**config.mk**
```make
export PLATFORM = sky130hd
export DESIGN_NAME = io_regs
export DESIGN_NICKNAME = d
export VERILOG_FILES = /design/src/soc_bus_pkg.sv /design/src/soc_io_map_pkg.sv /design/src/io_regs.sv
export SDC_FILE = /design/constraint.sdc
export NUM_CORES = 1
export LEC_CHECK = 0
export BUFFER_PORTS_ARGS = -buffer_cell sky130_fd_sc_hd__buf_2
export CAP_MARGIN = 20
export CORE_MARGIN = 2
export CORE_UTILIZATION = 25
export CTS_CLUSTER_SIZE = 20
export DETAILED_ROUTE_END_ITERATION = 6
export REMOVE_ABC_BUFFERS = 1
export SYNTH_ARGS = -nofsm -noshare
export SYNTH_HDL_FRONTEND = slang
export SYNTH_SLANG_ARGS = --single-unit
export TNS_END_PERCENT = 30
```
**constraint.sdc**
```tcl
create_clock -name clk -period 2.7 [get_ports clk]
set_clock_uncertainty 0.05 [all_clocks]
set_input_delay 0.135 -clock clk [delete_from_list [all_inputs] [get_ports clk]]
set_output_delay 0.135 -clock clk [all_outputs]
set_load 0.05 [all_outputs]
```
**src/soc_bus_pkg.sv**
```systemverilog
// Bus types shared by the port and its targets
// Request, access and address union, region codes and data word

package soc_bus_pkg;

    typedef logic [31:0] word_t;

    // Upper address nibble selects the target
    typedef enum logic [3:0] {
        region_dmem = 4'h1,
        region_io   = 4'h8
    } region_t;

    // ========================================
    // One address word, two decodes
    // ========================================
    typedef struct packed {
        logic [3:0]  region;
        logic [15:0] unused;
        logic [9:0]  word_idx;
        logic [1:0]  byte_off;
    } mem_addr_t;

    typedef struct packed {
        logic [3:0]  region;
        logic [19:0] unused;
        logic [7:0]  reg_off;
    } io_addr_t;

    typedef union packed {
        mem_addr_t mem;
        io_addr_t  io;
    } bus_addr_t;

    // Zero mask with write clear is a read
    typedef struct packed {
        bus_addr_t  addr;
        word_t      wdata;
        logic [3:0] wmask;
        logic       write;
    } bus_req_t;

    // Per-target access, index is word index or register offset
    typedef struct packed {
        logic [20:0] rsvd;
        logic [9:0]  index;
        word_t       wdata;
        logic [3:0]  wmask;
        logic        write;
        logic        strobe;
    } access_t;

endpackage

```
**src/soc_io_map_pkg.sv**
```systemverilog
// I/O register map
// Register offsets, GPIO width and counter width

package soc_io_map_pkg;

    typedef logic [7:0] io_off_t;

    // ========================================
    // Register offsets within the I/O region
    // ========================================

    // Free-running cycle counter, read only
    localparam io_off_t io_off_cycles = 8'h10;

    // Retired-instruction counter
    // byte 0 write clears both counters
    localparam io_off_t io_off_retired = 8'h18;

    // GPIO, byte 0 is out and byte 2 is output enable
    localparam io_off_t io_off_gpio = 8'h1C;

    // ========================================
    // Widths
    // ========================================
    localparam int gpio_width  = 8;
    localparam int count_width = 32;

endpackage

```
**src/io_regs.sv**
```systemverilog
// I/O register block
// GPIO out and enable, cycle and retire counters, registered read
`timescale 1ns/10ps

module io_regs import soc_bus_pkg::*, soc_io_map_pkg::*; (
    input  logic                  clk,
    input  logic                  rst,
    input  access_t               acc,
    input  logic                  retire,
    input  logic [gpio_width-1:0] gpio_in,
    output logic [gpio_width-1:0] gpio_out,
    output logic [gpio_width-1:0] gpio_oeb,
    output word_t                 rdata
);

    logic [count_width-1:0] cycles;
    logic [count_width-1:0] retired;

    io_off_t off;
    logic    wr_en;
    logic    clear;
    word_t   rd_word;

    assign off   = acc.index[7:0];
    assign wr_en = acc.strobe && acc.write;

    // Shared clear for both counters
    assign clear = wr_en && acc.wmask[0] && (off == io_off_retired);

    // ========================================
    // GPIO registers
    // ========================================
    always_ff @(posedge clk or posedge rst) begin
        if (rst) begin
            gpio_out <= '0;
            gpio_oeb <= '0;
        end else if (wr_en && (off == io_off_gpio)) begin
            if (acc.wmask[0]) begin
                gpio_out <= acc.wdata[gpio_width-1:0];
            end
            if (acc.wmask[2]) begin
                gpio_oeb <= acc.wdata[16 +: gpio_width];
            end
        end
    end

    // ========================================
    // Status counters
    // ========================================
    always_ff @(posedge clk or posedge rst) begin
        if (rst) begin
            cycles  <= '0;
            retired <= '0;
        end else if (clear) begin
            cycles  <= '0;
            retired <= '0;
        end else begin
            cycles  <= cycles + 1'b1;
            retired <= retired + count_width'(retire);
        end
    end

    // Read decode, unknown offsets give zero
    always_comb begin
        rd_word = '0;
        case (off)
            io_off_cycles:  rd_word = word_t'(cycles);
            io_off_retired: rd_word = word_t'(retired);
            io_off_gpio: begin
                rd_word[16 +: gpio_width]  = gpio_oeb;
                rd_word[gpio_width-1:0]    = gpio_in;
            end
            default:        rd_word = '0;
        endcase
    end

    always_ff @(posedge clk) begin
        if (acc.strobe) begin
            rdata <= rd_word;
        end
    end

endmodule

```
== After elaboration in Yosys (flattened, before gate mapping) ==
Cells that the tools add are included.

* Register bits: 112
* Bits of input ports: 80
* Output and inout bits: 48
* Word-level logic and storage cells: 22

* Add/subtract/negate cells: 2
* Equal/unequal tests: 3
* Muxes and demuxes: 6
* Reduce and logical (&&, ||, !) cells: 6

{| class="wikitable"
|+ Operator list
! kind !! number
|-
| 32-bit 2-to-1 mux || 2
|-
| 8-bit one-hot mux with 3 select lines || 2
|-
| 32-bit by 1-bit adder with 32-bit output || 1
|-
| 32-bit by 1-bit adder with 32-bit output, second input constant || 1
|-
| 8-bit one-hot mux with 2 select lines || 2
|-
| 8-bit by 5-bit equality test with 1-bit output, second input constant || 3
|-
| 1-bit logical AND || 4
|-
| 2-bit AND reduction || 2
|}

== Depth between registers and ports, before layout ==
* Word-level depth: 4
* Gate-level depth with buffers: 8
* Gate-level depth less buffers: 5

== Least setup slack after synthesis ==
Ideal clock, no wire load.

* Kind: reg2reg
* Start: register retired[0]
* End: register retired[30]
* Setup time: 0.073 ns
* Arrival: 1.863 ns
* Required time: 2.577 ns
* Setup slack: 0.714 ns
* Cell stages (with the launch flop): 7
* Buffers on the path: 1
* Period minus slack after synthesis: 1.986 ns
* Cell sequence: dfrtp_1 -> ha_1 -> nand2_1 -> or4_4 -> buf_6 -> or4_4 -> a21oi_2

* Longest elaborated chain between the ends: 2

{| class="wikitable"
|+ RTL lines
! item !! line !! text
|-
| from (decl) || io_regs.sv:17 || <nowiki>logic [count_width-1:0] retired;</nowiki>
|-
| from (signal assigned) || io_regs.sv:59 || <nowiki>retired <= retired + count_width'(retire);</nowiki>
|-
| 32-bit by 1-bit adder with 32-bit output || io_regs.sv:59 ||
|-
| 32-bit 2-to-1 mux || io_regs.sv:54 || <nowiki>end else if (clear) begin</nowiki>
|}

Every way passes these cells.
A chain may end at the register's enable or synchronous reset.

== Final worst setup path ==
* Start: register cycles[3]
* End: register cycles[28]

* Longest elaborated chain between the ends: 2

{| class="wikitable"
|+ RTL lines
! item !! line !! text
|-
| from (decl) || io_regs.sv:16 || <nowiki>logic [count_width-1:0] cycles;</nowiki>
|-
| from (signal assigned) || io_regs.sv:58 || <nowiki>cycles <= cycles + 1'b1;</nowiki>
|-
| 32-bit by 1-bit adder with 32-bit output || io_regs.sv:58 ||
|-
| 32-bit 2-to-1 mux || io_regs.sv:54 ||
|}

Every way passes these cells.

==> run metrics <==
footprint of the multi-input gates around 2400 um^2; Place WS 450.4 ps; post-synthesis sequential area ratio 53.84%; final WL about 14000 um; Max Slew Vio Count 0; maximum clock rate 0.4366 GHz; DR WL met2 slightly below 7000 um; # fillers around 2200; Starting Density 25.37%; drt initial violations between 300 and 400; status complete, no violations; root buffer cell clkbuf_16; Worst-Margin Slew ~690 ps; P_leak about 2.7 nW; # DRC 0; power density cells ~590 nW/um^2; CP Launch Type flip-flop; Tcrit/Tclk final a little over four fifths; share of layout cells above drive strength 1 25.49%; IO Count about 130; Die H 152.4 um; CORE AREA around 22000 um^2; Worst Path Arrival 2530 ps; Simple-Gate Fraction of Synth Area 19.78%; gr usage total approximately an eighth; HP Class primary input to flip-flop; antenna diode count 0; mean number of vias per cell ~5; vias in the first global route approximately 4300; Reg area 2963 um^2; Final #Nets between 600 and 700; vias 4315; Yosys warning count 0; share of the synthesized area in the top cell type approximately 36%; uppermost layer routed met4; number of port buffers 86; multiplexer area fraction after synthesis about 6.5%; CTS tree done; Worst EP required slightly below 3000 ps; antenna violations before repair 0; post-synth top area cell dfrtp_1; ANT nets after route 0; ys async rst share 71.43%; GR Overflow Total 0; #FFs+latches synth around 110; Clock Latency Late Sink 360 ps; Cell variety after synth 39; CTS max path bufs 2; wire length on met3 512 um; unrepaired setup endpoints after global routing false; min setup slack post-route just over 400 ps; largest net degree at the start of global routing 59; GPL Wtd Cong around 0.82; Die ar. around 23000 um^2; Worst-path clk slew about 70 ps; H-tree depth 3; Peak VDD IR 0.2749 mV; CP Class flip-flop to flip-flop; post-DR wirelength/cell 15.97 um; post-cts sizing count 0; Final Hold Vio Count 0; adder-cell share of the synthesized area 0.6821%; relative slew slack roughly 54%; Rows 54; Primary FF master, synth dfrtp_1; total of max-cap violations 0; Reg2Reg Setup Slack approximately 410 ps; Setup violations, final 0; largest cells by area after synthesis dfrtp_1, edfxtp_1, mux2_2; Post-CTS Setup Bufs 0; Avg Synthesized Cell Area about 11 um^2; area share of xor/xnor cells in the synthesized design 3.979%; Fin Setup TNS 0 ps; Syn Inst Count roughly 500; post-DP HPWL about 9900 um; CP Max Fanout 18; largest family of logic cells by synthesized area simple AND/OR/NAND/NOR gates; Synth Area in Compound Gates roughly an eighth; Num Clock Sinks between 100 and 150; Die W approximately 150 um; EDFF count, synth 32; minimum clock period 2291 ps; met1 wire length 6612 um; Post-Syn Area approximately 5500 um^2; CTS Buf Count 9; TritonRoute pass-1 iters 4; first-pass GRT wire length around 23000 um; Critical Path Sink Type flip-flop; Layout area overhead 22.74%
worst paths after layout:
| check | start | end | cells past startpoint |
|---|---|---|---|
| max | cycles[3] | cycles[28] | 4 |
| min | retire | retired[0] | 3 |
| max reg2reg | cycles[3] | cycles[28] | 4 |
| min reg2reg | gpio_out[0] | gpio_out[0] | 1 |
| max in group asynchronous | rst | retired[27] | 4 |
| min in group asynchronous | rst | gpio_oeb[5] | 3 |
power breakdown:
part	internal [mW]	switching (mW)
Sequential	1.87	0.198
Combinational	0.204	0.280
Clock	0.819	0.621
critical path, cell delays in order (launching register included):
cell and delay, ps:
dfrtp_1 490, nand4_4 210, or4_1 720, or4_1 590
a21oi_1 150
synth_stat cells (2+ instances only):
| master | count |
|---|---|
| dfrtp_1 | 80 |
| nor2_1 | 48 |
| edfxtp_1 | 32 |
| a21oi_1 | 31 |
| mux2_2 | 30 |
| nand2_1 | 30 |
| or4_1 | 25 |
| o31ai_1 | 21 |
| clkbuf_1 | 19 |
| nand3_1 | 18 |
| nand4_1 | 18 |
| a22o_1 | 16 |
| a22oi_1 | 16 |
| xnor2_1 | 16 |
| o21ai_0 | 13 |
| or3_1 | 12 |
| and2_1 | 9 |
| xor2_1 | 9 |
| inv_1 | 8 |
| nor3_1 | 8 |
| and3_1 | 5 |
| and4_1 | 5 |
| buf_2 | 5 |
| nor4_1 | 4 |
| o21a_1 | 4 |
| ha_1 | 3 |
| or4_4 | 3 |
| buf_6 | 2 |
| mux2i_1 | 2 |
| nand4_4 | 2 |
| nor3_2 | 2 |
layout make-up:
type | count | area share, %
Tap cell | 280 | 5.187
Multi-Input combinational cell | 356 | 35.24
Clock buffer | 10 | 3.390
Clock inverter | 6 | 1.334
Timing Repair Buffer | 116 | 10.52
Inverter | 8 | 0.4631
Sequential cell | 112 | 43.87
placed cells by master, fill, tap and decap left out, types with 17 or more instances in the layout:
master / count
nand3_1: 18
or4_1: 25
buf_2: 86
mux2_2: 30
edfxtp_1: 32
nand2_1: 30
nor2_1: 48
a21oi_1: 31
dlygate4sd3_1: 17
o31ai_1: 21
nand4_1: 18
dfrtp_1: 80
logic make-up after synthesis:
family | count (synthesis)
AOI/OAI and AO/OA | 102
xor gates and xnor gates | 25
adders and majority gates | 3
buffers and inverters | 36
DFF | 112
muxes | 32
and+or+nand+nor | 194
through the flow:
| step | util, % | hold WS (ps) | cell area, um^2 | instances | power (mW) |
|---|---|---|---|---|---|
| floorplan | - | 197.5 | 5373 | 476 | 2.389 |
| global placement | 28.89 | 208.4 | 6265 | 855 | 2.562 |
| detailed placement | 28.89 | 210.3 | 6265 | 855 | 2.577 |
| CTS | 31.14 | 83.63 | 6754 | 888 | 4.064 |
| global route | 31.14 | 85.65 | 6754 | 888 | 4.203 |
| finish | 31.14 | 99.18 | 6754 | 888 | 3.994 |
repair_timing:
| item | in CTS | in global routing |
|---|---|---|
| endpoints found under the setup margin | 0 | 0 |
| endpoints found under the hold margin | 52 | 0 |
| hold buffers | 17 | 0 |
state kept, by name, indices dropped and copies added, names as in the netlist:
name and cells:
retired 32, cycles 32, gpio_out 8, rdata 32, gpio_oeb 8
per-layer routing:
layer  up-vias  GRT usage [%]
met3        12          3.299
met1      2133          16.73
met2        81          20.08
met5         -              0
met4         0          4.272
li1       2089              -
Power figures use the tool's default switching activity.
