## src/soc_bus_pkg.sv

```systemverilog
// Bus types shared by the port and its targets
// Request, access and address union, region codes and data word

package soc_bus_pkg;

    typedef logic [31:0] word_t;

    // Upper address nibble selects the target
    typedef enum logic [3:0] {
        region_dmem = 4'h1,
        region_io   = 4'h8
    } region_t;

    // ========================================
    // One address word, two decodes
    // ========================================
    typedef struct packed {
        logic [3:0]  region;
        logic [15:0] unused;
        logic [9:0]  word_idx;
        logic [1:0]  byte_off;
    } mem_addr_t;

    typedef struct packed {
        logic [3:0]  region;
        logic [19:0] unused;
        logic [7:0]  reg_off;
    } io_addr_t;

    typedef union packed {
        mem_addr_t mem;
        io_addr_t  io;
    } bus_addr_t;

    // Zero mask with write clear is a read
    typedef struct packed {
        bus_addr_t  addr;
        word_t      wdata;
        logic [3:0] wmask;
        logic       write;
    } bus_req_t;

    // Per-target access, index is word index or register offset
    typedef struct packed {
        logic [20:0] rsvd;
        logic [9:0]  index;
        word_t       wdata;
        logic [3:0]  wmask;
        logic        write;
        logic        strobe;
    } access_t;

endpackage

```

## src/bus_port.sv

```systemverilog
// Bus port with four-phase req/ack handshake
// Region decode, per-target access strobes and response select
`timescale 1ns/10ps

module bus_port import soc_bus_pkg::*; #(
    parameter int mem_addr_width = 10
) (
    input  logic     clk,
    input  logic     rst,
    input  logic     req,
    input  bus_req_t req_data,
    output logic     ack,
    output word_t    rsp_data,
    output access_t  mem_acc,
    output access_t  io_acc,
    input  word_t    mem_rdata,
    input  word_t    io_rdata
);

    // Index bits beyond the memory size are dropped
    localparam logic [9:0] index_mask = 10'((1 << mem_addr_width) - 1);

    typedef enum logic [1:0] {
        st_idle,
        st_access,
        st_respond,
        st_release
    } state_t;

    state_t     state;
    logic [3:0] region;
    logic       hit_mem;
    logic       hit_io;
    logic       start;

    access_t acc_base;
    access_t mem_next;
    access_t io_next;
    access_t mem_q;
    access_t io_q;
    logic    mem_stb;
    logic    io_stb;

    // Region of the pending read, both clear for writes
    logic sel_mem;
    logic sel_io;

    // ========================================
    // Region decode
    // ========================================
    assign region  = req_data.addr.mem.region;
    assign hit_mem = (region == region_dmem);
    assign hit_io  = (region == region_io);
    assign start   = (state == st_idle) && req;

    always_comb begin
        acc_base       = '0;
        acc_base.wdata = req_data.wdata;
        acc_base.wmask = req_data.wmask;
        acc_base.write = req_data.write;

        mem_next       = acc_base;
        mem_next.index = req_data.addr.mem.word_idx & index_mask;

        io_next        = acc_base;
        io_next.index  = {2'b00, req_data.addr.io.reg_off};
    end

    // ========================================
    // Handshake FSM
    // ========================================
    always_ff @(posedge clk or posedge rst) begin
        if (rst) begin
            state   <= st_idle;
            mem_stb <= 1'b0;
            io_stb  <= 1'b0;
            sel_mem <= 1'b0;
            sel_io  <= 1'b0;
            ack     <= 1'b0;
        end else begin
            // Single-cycle strobe right after the sampling edge
            mem_stb <= start && hit_mem;
            io_stb  <= start && hit_io;

            case (state)
                st_idle: begin
                    if (req) begin
                        sel_mem <= hit_mem && !req_data.write;
                        sel_io  <= hit_io && !req_data.write;
                        state   <= st_access;
                    end
                end
                st_access: state <= st_respond;
                st_respond: begin
                    ack   <= 1'b1;
                    state <= st_release;
                end
                st_release: begin
                    // Hold ack while the master keeps req high
                    if (!req) begin
                        ack   <= 1'b0;
                        state <= st_idle;
                    end
                end
                default: state <= st_idle;
            endcase
        end
    end

    // Access payload and response word
    always_ff @(posedge clk) begin
        if (start) begin
            mem_q <= mem_next;
            io_q  <= io_next;
        end
        if (state == st_respond) begin
            rsp_data <= sel_mem ? mem_rdata : (sel_io ? io_rdata : '0);
        end
    end

    always_comb begin
        mem_acc        = mem_q;
        mem_acc.strobe = mem_stb;
        io_acc         = io_q;
        io_acc.strobe  = io_stb;
    end

endmodule

```

## config.mk

```make
export PLATFORM = sky130hd
export DESIGN_NAME = bus_port
export DESIGN_NICKNAME = d
export VERILOG_FILES = /design/src/soc_bus_pkg.sv /design/src/bus_port.sv
export SDC_FILE = /design/constraint.sdc
export NUM_CORES = 1
export LEC_CHECK = 0
export BUFFER_PORTS_ARGS = -buffer_cell sky130_fd_sc_hd__buf_2
export CORE_AREA = 2 2 118 120
export CTS_BUF_LIST = sky130_fd_sc_hd__clkbuf_4
export DETAILED_ROUTE_END_ITERATION = 8
export DIE_AREA = 0 0 120 122
export SKIP_CTS_REPAIR_TIMING = 1
export SLEW_MARGIN = 20
export SYNTH_ARGS = -nofsm -noshare
export SYNTH_HDL_FRONTEND = slang
export SYNTH_SLANG_ARGS = --single-unit
```

## constraint.sdc

```tcl
create_clock -name clk -period 4.1 [get_ports clk]
set_input_delay 0.205 -clock clk [delete_from_list [all_inputs] [get_ports clk]]
set_output_delay 0.205 -clock clk [all_outputs]
set_load 0.01 [all_outputs]
```

# Yosys cells after proc, flatten, opt, wreduce, memory -nomap -nowiden
# Cells that the tools add are included.
word_totals:
  reg_bits: 94
  inputBits: 136
  out_inout_bits: 171
  wordCells: 37
classes:
  eq_ne: 7
  n_mux: 7
  reduce_logical: 11
op_table:
  columns: ["cell", "count"]
  rows:
  - ["2-to-1 mux 32 bit", 2]
  - ["one-hot mux 2 bit (4 select lines)", 1]
  - ["AND reduction 2 bit", 3]
  - ["logical AND 1 bit", 5]
  - ["== test 2 bit (second input constant)", 2]
  - ["== test 4 x 1 -> 1 bit (second input constant)", 1]
  - ["== test 4 bit (second input constant)", 1]
  - ["2-to-1 mux 2 bit", 2]
  - ["inequality test 2 bit (second input constant)", 2]
  - ["== test 2 x 1 -> 1 bit (second input constant)", 1]
  - ["zero test 2 bit", 1]
  - ["one-hot mux 1 bit (2 select lines)", 1]
  - ["nonzero test 2 bit", 1]
  - ["zero test 1 bit", 1]
  - ["2-to-1 mux 1 bit", 1]

# Depth between registers and ports, before layout
# Gate-level depths: netlist (run 1).
logic_depth:
  word_depth: 3
  ltp_mapped: 4
  depth_no_buf: 4

# Worst setup path before layout (run 1)
# No wires, ideal clock.
synth_path:
  kind: "register -> register"
  from: "register state[0]"
  to: "register io_q, in the netlist io_acc[10], enable pin"
  setup_ns: 0.403
  arrival_ns: 1.714
  required_ns: 3.697
  setup_slack_ns: 1.983
  path_stages_with_launch: 5
  n_path_buf: 0
  period_less_slack_ns: 2.117
  cell_sequence: "dfrtp_1 -> inv_1 -> ha_1 -> nand2_1 -> inv_1"
synth_between:
  elab_chain_len: 2
synth_rtl:
  columns: ["element", "line", "source"]
  rows:
  - ["start: declaration", "bus_port.sv:30", "state_t state;"]
  - ["start signal: assignment", "bus_port.sv:74", "state <= st_idle;"]
  - ["start signal: assignment", "bus_port.sv:90", "state <= st_access;"]
  - ["start signal: assignment", "bus_port.sv:93", "st_access: state <= st_respond;"]
  - ["zero test 2 bit", "bus_port.sv:54", "assign start = (state == st_idle) && req;"]
  - ["logical AND 1 bit", "bus_port.sv:54", null]
  - ["net start", "bus_port.sv:34", "logic start;"]
  - ["end signal: assignment", "bus_port.sv:114", "io_q <= io_next;"]
  - ["end: declaration", "bus_port.sv:40", "access_t io_q;"]
# The timed path passes the listed nets, and every way through them passes these cells.
# A chain may end at the register's enable or synchronous reset.

# Worst setup path after layout (run 1)
layout_path:
  from: "register state[0]"
  to: "register io_q, in the netlist io_acc[31], enable pin"
# Same word-level chain as after synthesis.

==> metrics.md, run 1 <==
| Metric | Value |
|---|---|
| Outcome | `complete, no violations` |
| Max IR drop VDD | `0.2468 mV` |
| CTS H-tree lvls | `3` |
| Leakage dissipation | `2.492 nW` |
| Total congestion overflow | `0` |
| Seq cells post-synth | `88` |
| Number of DRC violations after detailed routing | `0` |
| Setup repair after global routing missed its margin | `false` |
| Num Clock Sinks | `88` |
| Worst-Skew Late Latency | `0.44 ns` |
| Final HPWL from detailed placement | `7.135 mm` |
| Final setup TNS | `0 ns` |
| Number of nets in the layout | `646` |
| Post-Syn Instances | `244` |
| Combined area of all synthesized cells | `3816 um^2` |
| Die Y | `122 um` |
| Mean post-synth cell area | `15.64 um^2` |
| Worst rel slew slack | `32.50%` |
| Data arrival time of the worst path | `2.09 ns` |
| Count of boundary I/O pins | `307` |
| Time the worst path needs with I/O delays and setup | `2.009 ns` |
| Power after layout | `2.573 mW` |
| Starting Density | `28.26%` |
| Startpoint class of the critical path | `flip-flop` |
| WL final | `9.542 mm` |
| Worst setup slack after placement | `2.096 ns` |
| Final-layout fill cell count | `1301` |
| Horizontal extent of the die | `120 um` |
| Type of the tightest min-delay check | `primary input to flip-flop` |
| Vias after detailed routing | `2739` |
| Count of warnings emitted by yosys | `0` |
| Synth-to-Final Area Change | `42.20%` |
| Total power divided by cell area | `474.2 nW/um^2` |
| Residual antenna-violating net count after detailed routing | `0` |
| Slew Limit Fails | `0` |
| Achievable frequency | `497.7 MHz` |
| First-pass GRT wire length | `12.27 mm` |
| Leading area contributor after synthesis | `sky130_fd_sc_hd__edfxtp_1` |
| Sequential cell area in the final layout | `2608 um^2` |
| Multi-input gate area in the final layout | `640.6 um^2` |
| Overall routing resource usage | `11.69%` |
| Final critical-path setup slack | `2.091 ns` |
| Top-area cell type share of the netlist area | `63.74%` |
| Max-capacitance violation count | `0` |
| Initial antenna violation count | `2` |
| Layout Skew | `0.009990 ns` |
| Master cell of the clock root buffer | `sky130_fd_sc_hd__clkbuf_4` |
| Pin count of the biggest net entering global routing | `50` |
| Number of global-route vias before repair | `2289` |
| Maximum fanout along the worst path | `49` |
| Category of the critical setup timing path | `flip-flop to flip-flop` |
| CTS tree | `done` |
| Top cells by area in the synthesized netlist | `sky130_fd_sc_hd__edfxtp_1 64%, sky130_fd_sc_hd__buf_4 18%, sky130_fd_sc_hd__a22o_1 7.8%` |
| Final setup vio count | `0` |
| Layout Cells excl Fill | `692` |
| # placed instances | `618` |
| Worst hold slack across all endpoints | `0.03107 ns` |
| Clock Path Buffers | `2` |
| Count of port buffers added during placement | `246` |
| RePlAce Congestion | `0.7092` |
| Number of buffers inserted during clock tree synthesis | `9` |
| Sequential fraction of the synthesis area | `68.33%` |
| Vias per inst | `3.958` |
| Element type at the critical path end | `flip-flop` |
| Clock transition at the registers of the reported paths | `0.15 ns` |
| Final critical-path share of the clock period | `49.01%` |
| Measured slew at the worst slew-check pin | `1.012 ns` |
| DRT iter0 DRCs | `132` |
| Layout cell share with drive strength beyond 1 | `51.96%` |
| Floorplan row count | `43` |
| CP required | `4.18 ns` |
| Unique cell type count in the Yosys netlist | `18` |
| Floorplan die area | `14640 um^2` |
| First drt pass iteration count | `4` |
| Final hold violation count | `0` |
| Core Box Area | `13500 um^2` |
| Routed wirelength normalized by instance count | `13.79 um` |
synthesized netlist by cell type:
cell / number
sky130_fd_sc_hd__buf_4: 93
sky130_fd_sc_hd__edfxtp_1: 81
sky130_fd_sc_hd__a22o_1: 34
sky130_fd_sc_hd__dfrtp_1: 7
sky130_fd_sc_hd__inv_1: 5
sky130_fd_sc_hd__ha_1: 4
sky130_fd_sc_hd__nor3b_1: 4
sky130_fd_sc_hd__buf_2: 3
sky130_fd_sc_hd__nand2_1: 3
sky130_fd_sc_hd__mux2i_1: 2
sky130_fd_sc_hd__and4bb_1: 1
sky130_fd_sc_hd__conb_1: 1
sky130_fd_sc_hd__mux2_1: 1
sky130_fd_sc_hd__nand2b_1: 1
sky130_fd_sc_hd__nand4bb_1: 1
sky130_fd_sc_hd__nor2_1: 1
sky130_fd_sc_hd__nor2b_4: 1
sky130_fd_sc_hd__o21ai_1: 1
power by group:
group / switching [mW] / internal (mW) / total, mW
registers: 0.0710 / 1.27 / 1.34
logic: 0.475 / 0.312 / 0.787
clock network: 0.314 / 0.131 / 0.444
worst max-delay path, stage by stage (launching register included):
cell	delay, ns
sky130_fd_sc_hd__dfrtp_1	0.41
sky130_fd_sc_hd__inv_1	0.13
sky130_fd_sc_hd__ha_1	0.23
sky130_fd_sc_hd__nand2_1	0.11
sky130_fd_sc_hd__inv_2	0.72
kinds of logic (layout without fill, tap and decap cells):
kind of cell / count (synthesis) / count (layout) / synth area share, %
flip-flops: 88 / 88 / 68.33
multiplexers: 3 / 3 / 0.8197
AO/OA/AOI/OAI: 35 / 35 / 7.934
AND/OR/NAND/NOR: 12 / 12 / 2.328
adder cells (fa/ha/maj): 4 / 4 / 1.312
buffers and inverters: 101 / 324 / 19.18
other: 1 / 46 / 0.09827
flip-flops by register name (all words and copies together) (netlist names):
| signal | cells |
|---|---|
| io_acc | 39 |
| sel_io | 1 |
| io_stb | 1 |
| rsp_data | 32 |
| mem_acc | 10 |
| state | 2 |
| ack | 1 |
| sel_mem | 1 |
| mem_stb | 1 |
metrics by stage:
step	instance area (um^2)	utilization (%)
2_1_floorplan	3978	-
3_3_place_gp	4731	35.03
3_5_place_dp	4731	35.03
4_1_cts	4851	35.92
5_1_grt	5424	40.16
6_report	5426	40.18
area by class of cell:
class,count,share of cell area (%)
Antenna cell,2,0.09223
Clock buffer,9,1.245
Clock inverter,6,0.9684
Inverter,5,0.3459
Multi-Input combinational cell,98,11.81
Sequential cell,88,48.05
Tap cell,180,4.150
Timing Repair Buffer,304,33.34
layout by cell type (no fill, tap or decap), types with 4 or more instances in the layout:
cell type	Yosys	routed
sky130_fd_sc_hd__inv_1	5	4
sky130_fd_sc_hd__buf_2	3	246
sky130_fd_sc_hd__clkbuf_4	0	9
sky130_fd_sc_hd__conb_1	1	44
sky130_fd_sc_hd__edfxtp_1	81	81
sky130_fd_sc_hd__dlygate4sd3_1	0	57
sky130_fd_sc_hd__nor3b_1	4	4
sky130_fd_sc_hd__dfrtp_1	7	7
sky130_fd_sc_hd__a22o_1	34	34
path summary, 6_finish.rpt:
kind / from / end / slack [ns] / depth (start not counted)
max reg2reg: state[0] / io_acc[31] / 2.09 / 4
max in group asynchronous: rst / io_stb / 3.67 / 3
min in group asynchronous: rst / ack / 0.21 / 3
min reg2reg: ack / ack / 0.52 / 1
min: io_rdata[12] / rsp_data[12] / 0.03 / 2
max: state[0] / io_acc[31] / 2.09 / 4
metal layers:
metal  vias up  share of wire (%)  track usage [%]
met3        12                 11            4.213
met1      1259                 36            12.71
met2       183                 52            20.17
met4         0                1.7            5.809
li1       1285                  -                -
met5         -                  0                0
(Power assumes the default switching activity.)
==> run 2: changes to the inputs <==
--- a/config.mk
+++ b/config.mk
@@ -6,10 +6,10 @@
 export NUM_CORES = 1
 export LEC_CHECK = 0
 export BUFFER_PORTS_ARGS = -buffer_cell sky130_fd_sc_hd__buf_2
-export CORE_AREA = 2 2 118 120
+export CORE_AREA = 2 2 119 121
 export CTS_BUF_LIST = sky130_fd_sc_hd__clkbuf_4
 export DETAILED_ROUTE_END_ITERATION = 8
-export DIE_AREA = 0 0 120 122
+export DIE_AREA = 0 0 121 123
 export SKIP_CTS_REPAIR_TIMING = 1
 export SLEW_MARGIN = 20
 export SYNTH_ARGS = -nofsm -noshare
==> constraint.sdc (replaced) <==
create_clock -name clk -period 1.65 [get_ports clk]
set_input_delay 0.0825 -clock clk [delete_from_list [all_inputs] [get_ports clk]]
set_output_delay 0.0825 -clock clk [all_outputs]
set_load 0.01 [all_outputs]
==> metrics.md, run 2 (synthesis results as in run 1) <==
| Metric | Value |
|---|---|
| Max IR drop VDD | `0.6479 mV` |
| RePlAce Congestion | `0.7244` |
| Master cell of the clock root buffer | `sky130_fd_sc_hd__clkbuf_4` |
| RR Endpoint | `io_acc[1]` |
| Count of boundary I/O pins | `307` |
| Worst rel slew slack | `46.37%` |
| Vias per inst | `4.016` |
| Element type at the critical path end | `flip-flop` |
| Final-layout fill cell count | `1241` |
| Maximum fanout along the worst path | `24` |
| Max reg flops | `39` |
| Clock Path Buffers | `2` |
| Data arrival time of the worst path | `1.68 ns` |
| Clock transition at the registers of the reported paths | `0.15 ns` |
| Number of global-route vias before repair | `2337` |
| Leakage dissipation | `2.772 nW` |
| Outcome | `complete, no violations` |
| CTS tree | `done` |
| Top library cells by usage in the layout, fill and taps aside | `246 x sky130_fd_sc_hd__buf_2, 119 x sky130_fd_sc_hd__dlygate4sd3_1, 81 x sky130_fd_sc_hd__edfxtp_1` |
| Residual antenna-violating net count after detailed routing | `0` |
| Reg-to-reg slack, setup | `0.12 ns` |
| Leading cell type in the layout, fill and taps excluded | `sky130_fd_sc_hd__buf_2` |
| Time the worst path needs with I/O delays and setup | `1.530 ns` |
| Type of the tightest min-delay check | `primary input to async pin` |
| Layout Skew | `0.01970 ns` |
| First drt pass iteration count | `4` |
| Final setup TNS | `0 ns` |
| DRT iter0 DRCs | `190` |
| Final critical-path share of the clock period | `92.70%` |
| Max-capacitance violation count | `0` |
| Routed wirelength normalized by instance count | `15.10 um` |
| Total power divided by cell area | `1093 nW/um^2` |
| Total congestion overflow | `0` |
| Count of port buffers added during placement | `246` |
| Slew Limit Fails | `0` |
| Final HPWL from detailed placement | `7.523 mm` |
| Horizontal extent of the die | `121 um` |
| Die Y | `123 um` |
| Worst setup slack after placement | `0.1272 ns` |
| Reg2Reg Launch Point | `state[0]` |
| CP required | `1.80 ns` |
| Initial antenna violation count | `3` |
| Final critical-path setup slack | `0.1205 ns` |
| Achievable frequency | `653.8 MHz` |
| R2r worst-path depth | `5` |
| Overall routing resource usage | `11.86%` |
| Vias after detailed routing | `3044` |
| Pin count of the biggest net entering global routing | `50` |
| Num Clock Sinks | `88` |
| Number of nets in the layout | `712` |
| Setup repair after global routing missed its margin | `false` |
| Final hold violation count | `0` |
| Floorplan row count | `43` |
| WL final | `11.45 mm` |
| CP Capture Point | `io_acc[1]` |
| Placed cell areas | `4787 um^2` |
| CTS H-tree lvls | `3` |
| Measured slew at the worst slew-check pin | `0.8027 ns` |
| Category of the critical setup timing path | `flip-flop to flip-flop` |
| Floorplan die area | `14880 um^2` |
| Layout cell share with drive strength beyond 1 | `47.05%` |
| Startpoint class of the critical path | `flip-flop` |
| Synth-to-Final Area Change | `60.52%` |
| Utilization of the core after routing | `45.00%` |
| Number of buffers inserted during clock tree synthesis | `9` |
| Worst-Skew Late Latency | `0.44 ns` |
| Start point of the critical path | `state[0]` |
| Post-layout instance area | `6126 um^2` |
| First-pass GRT wire length | `12.65 mm` |
| Number of DRC violations after detailed routing | `0` |
| Starting Density | `28.04%` |
| Core Box Area | `13610 um^2` |
| Final setup vio count | `0` |
==> run 2: final cells by class <==
type	count	area (um^2)	area share, %
diodes	2	5.005	0.08170
clock buffers	9	67.56	1.103
clock inverters	6	50.05	0.8170
inverters	5	22.52	0.3676
multi-input cells	98	645.6	10.54
flip-flops and latches	88	2608	42.57
well taps	180	225.2	3.676
repair buffers	370	2502	40.85
==> run 2: where the power goes <==
group	switching [mW]	internal, mW	total [mW]
logic	1.25	0.995	2.24
registers	0.201	3.14	3.35
clock network	0.783	0.323	1.11
==> run 2: per-layer routing <==
layer  track usage, %  up-vias  part of all wire [%]
li1                 -     1415                     -
met3            4.520       19                   9.7
met4            3.997        2                   1.1
met2            20.75      215                    54
met1            13.27     1393                    35
met5                0        -                  0.11
==> run 2: how the worst min path moves through the flow <==
stage,start,to,slack [ns],cells after the start
global placement,rst,ack,0.02,2
finish,rst,state[0],0.09,3
global route,rst,state[0],0.08,3
detailed placement,rst,ack,0.03,2
floorplan,rst,ack,-0.11,1
CTS,rst,state[0],-0.51,2
==> run 2: per-stage QoR <==
| stage | hold slack [ns] | cells | power (mW) |
|---|---|---|---|
| after CTS | -0.5112 | 636 | 6.506 |
| after floorplan | -0.1141 | 287 | 4.624 |
| final | 0.08696 | 758 | 6.695 |
| after global placement | 0.02440 | 621 | 5.346 |
| after detailed placement | 0.03025 | 621 | 5.387 |
| after global routing | 0.07551 | 757 | 7.067 |
==> run 2: critical path, cell delays in order, from the launching register on <==
cell and delay (ns):
sky130_fd_sc_hd__dfrtp_1 0.42, sky130_fd_sc_hd__inv_1 0.14, sky130_fd_sc_hd__ha_2 0.24, sky130_fd_sc_hd__nand2_2 0.09, sky130_fd_sc_hd__clkinvlp_4 0.13, sky130_fd_sc_hd__clkbuf_16 0.22
==> run 3: changes to the inputs <==
--- a/config.mk
+++ b/config.mk
@@ -6,10 +6,10 @@
 export NUM_CORES = 1
 export LEC_CHECK = 0
 export BUFFER_PORTS_ARGS = -buffer_cell sky130_fd_sc_hd__buf_2
-export CORE_AREA = 2 2 119 121
+export CORE_AREA = 2 2 118 120
 export CTS_BUF_LIST = sky130_fd_sc_hd__clkbuf_4
 export DETAILED_ROUTE_END_ITERATION = 8
-export DIE_AREA = 0 0 121 123
+export DIE_AREA = 0 0 120 122
 export SKIP_CTS_REPAIR_TIMING = 1
 export SLEW_MARGIN = 20
 export SYNTH_ARGS = -nofsm -noshare
==> constraint.sdc (replaced) <==
create_clock -name clk -period 1.8 [get_ports clk]
set_input_delay 0.09 -clock clk [delete_from_list [all_inputs] [get_ports clk]]
set_output_delay 0.09 -clock clk [all_outputs]
set_load 0.01 [all_outputs]
==> metrics.md, run 3 (synthesis results as in run 1) <==
| Metric | Value |
|---|---|
| Final setup vio count | `0` |
| Pin count of the biggest net entering global routing | `50` |
| Final setup TNS | `0 ns` |
| Reg-to-reg slack, setup | `0.09 ns` |
| Initial antenna violation count | `1` |
| Floorplan row count | `43` |
| Max reg flops | `39` |
| Starting Density | `28.26%` |
| Clock transition at the registers of the reported paths | `0.14 ns` |
| CTS H-tree lvls | `3` |
| Master cell of the clock root buffer | `sky130_fd_sc_hd__clkbuf_4` |
| Floorplan die area | `14640 um^2` |
| Met1 wire length | `3.780 mm` |
| Total congestion overflow | `0` |
| Layout cell share with drive strength beyond 1 | `46.86%` |
| Measured slew at the worst slew-check pin | `0.7999 ns` |
| Category of the critical setup timing path | `flip-flop to flip-flop` |
| Overall routing resource usage | `11.76%` |
| Leakage dissipation | `2.778 nW` |
| Outcome | `complete, no violations` |
| Vias after detailed routing | `3109` |
| RePlAce Congestion | `0.7316` |
| Cell type of the slowest stage on the worst timing path | `sky130_fd_sc_hd__dlygate4sd3_1` |
| CTS tree | `done` |
| Residual antenna-violating net count after detailed routing | `0` |
| Final HPWL from detailed placement | `7.234 mm` |
| Number of global-route vias before repair | `2268` |
| Top metal layer carrying routed signals | `met4` |
| WL final | `11.05 mm` |
| Number of DRC violations after detailed routing | `0` |
| Max stage delay on crit path | `0.57 ns` |
| Element type at the critical path end | `flip-flop` |
| Worst-Skew Late Latency | `0.46 ns` |
| Die Y | `122 um` |
| Max IR drop VDD | `0.4857 mV` |
| Met3 WL | `1.062 mm` |
| Slew Limit Fails | `0` |
| Type of the tightest min-delay check | `primary input to async pin` |
| Final-layout fill cell count | `1221` |
| Final critical-path share of the clock period | `95.24%` |
| CP required | `2.01 ns` |
| Routed length on met2 | `5.916 mm` |
| Setup repair after global routing missed its margin | `false` |
| Worst rel slew slack | `46.56%` |
| Cell Chain, Critical Path | `buf_4 -> o21ai_1 -> dlygate4sd3_1` |
| Max-capacitance violation count | `0` |
| Top library cells by usage in the layout, fill and taps aside | `246 x sky130_fd_sc_hd__buf_2, 119 x sky130_fd_sc_hd__dlygate4sd3_1, 81 x sky130_fd_sc_hd__edfxtp_1` |
| Layout Skew | `0.01103 ns` |
| Final hold violation count | `0` |
| Leading cell type in the layout, fill and taps excluded | `sky130_fd_sc_hd__buf_2` |
| Startpoint class of the critical path | `flip-flop` |
| Routed wirelength normalized by instance count | `14.64 um` |
| Num Clock Sinks | `88` |
| # placed instances | `620` |
| Maximum fanout along the worst path | `34` |
| Synth-to-Final Area Change | `60.72%` |
| Achievable frequency | `583.3 MHz` |
| Time the worst path needs with I/O delays and setup | `1.714 ns` |
| Number of nets in the layout | `710` |
| Count of port buffers added during placement | `246` |
| DRT iter0 DRCs | `162` |
| First drt pass iteration count | `5` |
| Total power divided by cell area | `1035 nW/um^2` |
| First-pass GRT wire length | `12.39 mm` |
| Data arrival time of the worst path | `1.92 ns` |
| Layout Cells excl Fill | `755` |
| Vias per inst | `4.118` |
| Number of buffers inserted during clock tree synthesis | `9` |
| Count of boundary I/O pins | `307` |
| Clock Path Buffers | `2` |
| Core Box Area | `13500 um^2` |
| Horizontal extent of the die | `120 um` |
-- run 3: metrics by stage --
stage / instance area [um^2] / hold WS [ns] / total power, mW / utilization [%] / setup WS, ns
CTS: 4940 / -0.4901 / 6.208 / 36.58 / 0.2713
detailed placement: 4780 / 0.04018 / 4.935 / 35.39 / 0.2861
global route: 6133 / 0.08516 / 6.703 / 45.42 / 0.03016
floorplan: 3986 / -0.1066 / 4.239 / - / 0.02586
finish: 6133 / 0.08870 / 6.349 / 45.42 / 0.08565
global placement: 4780 / 0.03337 / 4.885 / 35.39 / 0.3297
-- run 3: worst paths after layout --
kind | cells after the start | startpoint | endpoint
worst max-delay path | 3 | sel_mem | rsp_data[20]
worst min-delay path | 3 | rst | ack
worst max register to register | 3 | sel_mem | rsp_data[20]
worst min register to register | 1 | ack | ack
max in group asynchronous | 3 | rst | sel_io
min in group clk | 2 | req_data[21] | io_acc[22]
-- run 3: final cells by class --
cell class,instances,area (um^2),share of cell area [%]
diodes,1,2.502,0.04080
clock buffers,9,67.56,1.102
clock inverters,6,92.59,1.510
inverters,5,22.52,0.3672
multi-input cells,98,645.6,10.53
flip-flops and latches,88,2608,42.51
well taps,180,225.2,3.672
repair buffers,368,2470,40.27
-- run 3: report_power, final --
group | leakage (nW) | switching, mW | internal (mW)
sequential | 0.853 | 0.176 | 2.88
combinational | 1.85 | 1.14 | 0.878
clock | 0.0790 | 0.707 | 0.565
total | 2.78 | 2.02 | 4.33
-- run 3: metal layers --
metal / track usage (%) / vias up
li1: - / 1407
met4: 5.000 / 0
met1: 12.38 / 1429
met2: 20.85 / 237
met3: 4.682 / 36
met5: 0 / -
-- run 3: critical path, delay by kind of cell (launching register included) --
kind                   cells  cell delay (ns)
buffers and inverters      2             0.94
flip-flops                 1             0.41
AO/OA/AOI/OAI              1             0.12
